**src/hw/sram_pkg.sv**
```systemverilog
package sram_pkg;

    // User word address and the byte address on the SRAM pins
    localparam int WORD_ADDR_W = 20;
    // One extra bit on the pins selects the byte within a word
    localparam int BYTE_ADDR_W = WORD_ADDR_W + 1;

    // User word and external SRAM data widths
    localparam int WORD_W = 16;
    localparam int MEM_W  = 8;

    // Cycles the strobe stays low in each byte access
    localparam int WAIT_CYCLES = 2;
    // Wide enough to hold any count up to WAIT_CYCLES
    localparam int WAIT_CNT_W  = $clog2(WAIT_CYCLES + 1);

    // User side word address
    typedef logic [WORD_ADDR_W-1:0] word_addr_t;
    // Pin address, bit 0 is the byte select
    typedef logic [BYTE_ADDR_W-1:0] byte_addr_t;
    // User data word
    typedef logic [WORD_W-1:0]      word_t;
    // One SRAM byte, also used for the per-bit tristate enables
    typedef logic [MEM_W-1:0]       mem_data_t;
    // Strobe wait counter
    typedef logic [WAIT_CNT_W-1:0]  wait_cnt_t;

    // Controller FSM
    // Every byte access walks SETUP, STROBE and HOLD
    typedef enum logic [1:0] {
        IDLE,
        SETUP,
        STROBE,
        HOLD
    } ctrl_state_t;

endpackage

```
**src/hw/async_sram_ctrl.sv**
```systemverilog
`timescale 1ns/1ps

module async_sram_ctrl
    import sram_pkg::*;
(
    input  logic       clk,
    input  logic       arst_n,
    input  logic       req,
    input  logic       we,
    input  word_addr_t addr,
    input  word_t      wdata,
    input  mem_data_t  mem_rdata,
    output logic       busy,
    output logic       done,
    output word_t      rdata,
    output byte_addr_t mem_addr,
    output mem_data_t  mem_wdata,
    output mem_data_t  mem_oe_t,
    output logic       mem_nce,
    output logic       mem_noe,
    output logic       mem_nwe
);

    ctrl_state_t state;
    wait_cnt_t   wait_cnt;
    // Low byte first, then high byte
    logic        byte_sel;

    // Latched request
    logic        op_we;
    word_addr_t  addr_q;
    word_t       wdata_q;

    // Low byte of a read kept until the high byte arrives
    mem_data_t   rd_lo;
    word_t       rdata_q;

    logic        strobe_last;
    logic        active;
    logic        done_pre;
    logic        cap_pre;
    // Delayed by one cycle to line up with the PHY registers
    logic        done_q;
    logic        cap_q;
    logic        cap_hi_q;

    assign strobe_last = (wait_cnt == WAIT_CNT_W'(WAIT_CYCLES - 1));
    assign active      = (state != IDLE);

    // End of the high byte HOLD phase closes the word access
    assign done_pre = (state == HOLD) && byte_sel;
    // Last strobe cycle of a read
    assign cap_pre  = (state == STROBE) && strobe_last && !op_we;

    // Main FSM
    always_ff @(posedge clk or negedge arst_n)
    begin
        if (!arst_n)
        begin
            state    <= IDLE;
            wait_cnt <= '0;
            byte_sel <= 1'b0;
            op_we    <= 1'b0;
        end
        else
        begin
            case (state)
                IDLE:
                begin
                    if (req)
                    begin
                        state    <= SETUP;
                        byte_sel <= 1'b0;
                        op_we    <= we;
                    end
                end
                SETUP:
                begin
                    // Address settles before the strobe
                    state    <= STROBE;
                    wait_cnt <= '0;
                end
                STROBE:
                begin
                    if (strobe_last)
                    begin
                        state <= HOLD;
                    end
                    else
                    begin
                        wait_cnt <= wait_cnt + 1'b1;
                    end
                end
                HOLD:
                begin
                    if (byte_sel)
                    begin
                        state <= IDLE;
                    end
                    else
                    begin
                        // Second pass for the high byte
                        state    <= SETUP;
                        byte_sel <= 1'b1;
                    end
                end
                default:
                begin
                    state <= IDLE;
                end
            endcase
        end
    end

    // Address and write data of the accepted request
    always_ff @(posedge clk)
    begin
        if (req && !active)
        begin
            addr_q  <= addr;
            wdata_q <= wdata;
        end
    end

    // done and the read capture strobe one cycle behind the FSM
    always_ff @(posedge clk or negedge arst_n)
    begin
        if (!arst_n)
        begin
            done_q   <= 1'b0;
            cap_q    <= 1'b0;
            cap_hi_q <= 1'b0;
        end
        else
        begin
            done_q   <= done_pre;
            cap_q    <= cap_pre;
            cap_hi_q <= byte_sel;
        end
    end

    // Read assembly
    // rdata changes together with done and holds until the next read
    always_ff @(posedge clk)
    begin
        if (cap_q)
        begin
            if (cap_hi_q)
            begin
                rdata_q <= {mem_rdata, rd_lo};
            end
            else
            begin
                rd_lo <= mem_rdata;
            end
        end
    end

    assign busy  = active;
    assign done  = done_q;
    assign rdata = rdata_q;

    // Byte address is the word address with the byte select appended
    assign mem_addr  = {addr_q, byte_sel};
    assign mem_wdata = byte_sel ? wdata_q[WORD_W-1:MEM_W] : wdata_q[MEM_W-1:0];

    // Chip enabled for the whole access
    assign mem_nce  = !active;
    // Strobes only in STROBE with noe for reads and nwe for writes
    assign mem_noe  = !((state == STROBE) && !op_we);
    assign mem_nwe  = !((state == STROBE) && op_we);
    // Writes drive the bus through SETUP, STROBE and HOLD so data
    // covers the rising edge of nwe at the pins
    assign mem_oe_t = (active && op_we) ? '0 : '1;

    // Protocol checks
    a_no_req_when_busy: assert property (@(posedge clk) disable iff (!arst_n)
        req |-> !busy)
        else $error("req issued while busy");

    // Strobes never overlap and never hand over directly from one to the other
    // The operation type has to stay fixed for the whole access
    a_no_oe_we_overlap: assert property (@(posedge clk) disable iff (!arst_n)
        (mem_noe || (mem_nwe && $past(mem_nwe))) && (mem_nwe || $past(mem_noe)))
        else $error("noe and nwe low together");

    a_done_single: assert property (@(posedge clk) disable iff (!arst_n)
        done |=> !done)
        else $error("done longer than one cycle");

endmodule

```
**config.mk**
```make
export PLATFORM = sky130hd
export DESIGN_NAME = async_sram_ctrl
export DESIGN_NICKNAME = d
export VERILOG_FILES = /design/src/hw/sram_pkg.sv /design/src/hw/async_sram_ctrl.sv
export SDC_FILE = /design/constraint.sdc
export NUM_CORES = 1
export LEC_CHECK = 0
export BUFFER_PORTS_ARGS = -buffer_cell sky130_fd_sc_hd__buf_2
export CAP_MARGIN = 10
export CORE_AREA = 2 2 76 78
export CTS_CLUSTER_SIZE = 14
export DETAILED_ROUTE_END_ITERATION = 6
export DIE_AREA = 0 0 78 80
export PLACE_DENSITY = 0.78
export SYNTH_ARGS = -nofsm -noshare
export SYNTH_HDL_FRONTEND = slang
export SYNTH_SLANG_ARGS = --single-unit
```
**constraint.sdc**
```tcl
create_clock -name clk -period 2.59 [get_ports clk]
set_clock_uncertainty 0.15 [all_clocks]
set_input_delay 0.1295 -clock clk [delete_from_list [all_inputs] [get_ports clk]]
set_output_delay 0.1295 -clock clk [all_outputs]
set_load 0.005 [all_outputs]
```
== Yosys cells after proc, flatten, opt, wreduce, memory -nomap -nowiden ==
Cells that the tools add are included.
Operators by class
  add/sub/neg operators: 1
  equality and inequality tests: 7
  muxes and demuxes: 10
  bitwise gates (word level): 1
  reduce and logical (&&, ||, !) cells: 21
Operator list (number)
  $mux 8: 2
  $reduce_and 2->1: 6
  $pmux 2 s4: 1
  $logic_and 1x1->1: 7
  $mux 2: 3
  $ne 2x2->1 const B: 3
  $reduce_bool 2->1: 3
  $eq 2x1->1 const B: 2
  $eq 2x2->1 const B: 2
  $logic_not 1->1: 4
  $pmux 2 s2: 1
  $add 2x1->2 const B: 1
  $logic_not 2->1: 1
  $mux 1: 2
  $pmux 1 s2: 1
  $not 1->1: 1
Word-level totals
  register bits: 69
  bits of input ports: 48
  output and inout port bits: 58
  logic and storage cells: 51

== Logic depth before layout (Yosys ltp) ==
  depth in word-level cells: 3
  mapped depth: 5
  depth with buffers taken out: 5

== Least setup slack after synthesis ==
OpenSTA, ideal clock, no wires.
  path kind: register to register
  start: reg state[0]
  end: reg addr_q[0], enable pin
  setup time: 0.391 ns
  arrival time: 1.569 ns
  data required time: 2.049 ns
  path slack: 0.479 ns
  cell stages (with the launch flop): 5
  buffers on the path: 0
  clock period less this slack: 2.111 ns
  cells stage by stage: dfrtp_1 -> inv_1 -> ha_1 -> nand2_1 -> inv_1
Between the ends
  word-level cells in the longest chain between the ends: 3
Ends and longest elaborated chain
  start, declared: line async_sram_ctrl.sv:24  | ctrl_state_t state;
  start signal, assigned: line async_sram_ctrl.sv:60  | state <= IDLE;
  start signal, assigned: line async_sram_ctrl.sv:72  | state <= SETUP;
  start signal, assigned: line async_sram_ctrl.sv:80  | state <= STROBE;
  $reduce_bool 2->1: line async_sram_ctrl.sv:48  | assign active = (state != IDLE);
  $logic_not 1->1
  via mem_nce: line async_sram_ctrl.sv:19  | output logic mem_nce,
  $logic_and 1x1->1: line async_sram_ctrl.sv:118  | if (req && !active)
  end signal, assigned: line async_sram_ctrl.sv:120  | addr_q <= addr;
  end, declared: line async_sram_ctrl.sv:31  | word_addr_t addr_q;
The timed path passes the listed nets, and every way through them passes these cells.
A chain may end at the register's enable or synchronous reset.

== Final worst setup path ==
  start: reg state[0]
  end: reg op_we
Between the ends
  word-level cells in the longest chain between the ends: 2
Ends and longest elaborated chain
  $logic_not 2->1: line async_sram_ctrl.sv:67  | case (state)
  $reduce_and 2->1 (no source line)
  end signal, assigned: line async_sram_ctrl.sv:74  | op_we <= we;
  end, declared: line async_sram_ctrl.sv:30  | logic op_we;
No other way between the ends.

==> impl_metrics.tcl <==
set metrics [dict create \
    nFillCells 376 \
    hpwlAfterDp_um 2957 \
    antenna_found_initial 0 \
    synthArstFlopShare_pct 13.04 \
    max_freq_mhz 483.4 \
    hp-class "primary input to async pin" \
    hold_viol 0 \
    required_ps 2640 \
    slew_violations 0 \
    tns_ps 0 \
    final-seq-area_um2 2027 \
    synth-compound-area-share_pct 1.883 \
    dieArea_um2 6240 \
    ys_ff_latch 69 \
    min_period_ps 2069 \
    die_x_um 78 \
    num-nets-final 333 \
    p_leak_nw 1.525 \
    rsz0062_at_grt "no" \
    firstDrtPassIters 3 \
    via_count 1587 \
    rows 27 \
    cts_resized 0 \
    synth_cells 124 \
    drcViolationCount 0 \
    ctsHoldBuffers 47 \
    synth_top_family_by_area "multiplexers" \
    port_buffers 105 \
    grt_overflow 0 \
    grt.total_usage_pct 15.84 \
    viasPerCell 4.458 \
    cts_tree "built" \
    cts-buffers-inserted 9 \
    cts_max_level 3 \
    endpoint_kind "register" \
    core_area_um2 5405 \
    gp_congestion 0.7466 \
    die_h_um 80 \
    critPathArrivalTime_ps 2120 \
    synth.distinct_cells 21 \
    cap_viol_max_count 0 \
    syn_nets 178 \
    synth_edf_count 60 \
    grt_pass1_vias 1563 \
    layout-drive-gt1-share_pct 46.48 \
    multi_input_comb_area_um2 337.8 \
    num_antenna_cells 0 \
    critical_path.max_stage_delay_ps 550 \
    io_pins 106 \
    antenna_left 0 \
    clk_path_buf_depth 2 \
    cts_sinks 69 \
    tightest_slew_ps 644.2 \
    synth-xor-area-share_pct 0 \
    ys_seq_area_share_pct 82.44 \
    grt_max_degree 38 \
    area_growth_pct 49.16 \
    placed_cells 293 \
    critPathLaunchType "register" \
    grt_pass1_wl_um 7327 \
    synth-adder-area-share_pct 3.053 \
    run_status "completed" \
    synthSimpleGateAreaFrac_pct 3.664 \
    post-cts-setup-buffers 0 \
    p_per_area_nw_per_um2 854.5 \
    routedWlPerCell_um 13.69 \
    setup_viol 0 \
    layout_common_cells "buf_2 (105), edfxtp_1 (60), dlygate4sd3_1 (47)" \
    syn_area_um2 2459 \
    finalCritPeriodShare_pct 79.88 \
    routed_wirelength_um 4872 \
    avgSynthCellArea_um2 19.83 \
    final_common_cell "buf_2" \
    cp_cell_sequence "inv_1, ha_1, nand2_1, mux2_2, dlygate4sd3_1" \
    drtIter0Drc 75 \
    clock_latency_ps 310 \
    critPathSlowestCell "dlygate4sd3_1" \
    finalNonFillerCells 356 \
    synthFlopType "edfxtp_1" \
    initial_utilization_pct 45.49 \
    yosys_warnings 0 \
    cts_root_buf "clkbuf_8" \
    clk_pin_slew_ps 70 \
    slew-limit-headroom_pct 56.97 \
    muxShareOfSynthArea_pct 5.140 \
    crit_type "register to register" \
    worstPathMaxFanout 6 \
    irDropWorstVdd_mv 0.6184 \
]
-- layer usage --
layer	up-vias	global-route usage (%)	part of all wire, %
met5	-	0	0
met4	0	7.018	1.4
met3	8	4.638	5.5
met2	67	28.71	55
met1	755	17.16	38
li1	757	-	-
-- registers in the layout (all words and copies together), names as in the netlist --
register	count
rdata	16
wdata_q	16
state	2
cap_q	1
byte_sel	1
wait_cnt	2
op_we	1
addr_q	20
rd_lo	8
cap_hi_q	1
done	1
-- metrics by stage --
stage	utilization (%)	area (um^2)	setup WS (ps)	hold WS, ps	total power, mW
finish	67.85	3667	521.1	48.86	3.134
global route	67.85	3667	413.0	58.07	3.313
CTS	67.85	3667	536.6	30.54	3.159
detailed placement	55.76	3014	704.7	-150.3	2.293
global placement	55.76	3014	781.5	-152.7	2.267
floorplan	-	2459	479.4	-316.1	2.054
-- cells in the mapped netlist (2+ instances only) --
cell      instances  area [um^2]
nor2b_1           2        12.51
a21oi_1           4        20.02
nand2b_1          2        12.51
and2_1            2        12.51
ha_1              6        75.07
mux2_2            9        101.4
nand2_1           3        11.26
edfxtp_1         60         1802
buf_4             9        67.56
nor2_1            2        7.510
inv_1             7        26.28
dfrtp_1           9        225.2
-- kinds of logic (layout without fill, tap and decap cells) --
family | Yosys count | after routing
AO/OA/AOI/OAI | 7 | 7
adder cells (fa/ha/maj) | 6 | 6
buffers and inverters | 16 | 176
flip-flops | 69 | 69
multiplexers | 11 | 11
AND/OR/NAND/NOR | 15 | 15
-- area by class of cell --
| type | count | area share (%) |
|---|---|---|
| clock inverter | 5 | 1.399 |
| sequential | 69 | 55.27 |
| inverter | 7 | 0.7165 |
| multi-input combinational | 39 | 9.212 |
| timing repair buffer | 153 | 27.36 |
| tap | 72 | 2.456 |
| clock buffer | 11 | 3.582 |
-- power by group --
group | internal, mW | switching [mW]
Sequential | 1.42 | 0.105
Combinational | 0.432 | 0.381
Clock | 0.439 | 0.359
-- worst paths after layout --
path,endpoint,cells after the start,slack [ps],start
hold / removal,wait_cnt[0]$_DFFE_PN0P_,2,50,arst_n
min in group clk,state[1]$_DFFE_PN0P_,3,120,req
max in group asynchronous,byte_sel$_DFFE_PN0P_,2,2050,arst_n
hold reg to reg,rdata[6]$_DFFE_PP_,0,270,rd_lo[6]$_DFFE_PP_
setup / recovery,op_we$_DFFE_PN0P_,5,520,state[0]$_DFFE_PN0P_
setup reg to reg,op_we$_DFFE_PN0P_,5,520,state[0]$_DFFE_PN0P_
-- worst max-delay path: cells and delay by family, from the launching register on --
| family | cells | cell delay [ps] |
|---|---|---|
| adders and majority gates | 1 | 270 |
| buffers and inverters | 2 | 660 |
| DFF | 1 | 440 |
| muxes | 1 | 320 |
| and+or+nand+nor | 1 | 100 |
Power figures use the tool's default switching activity.
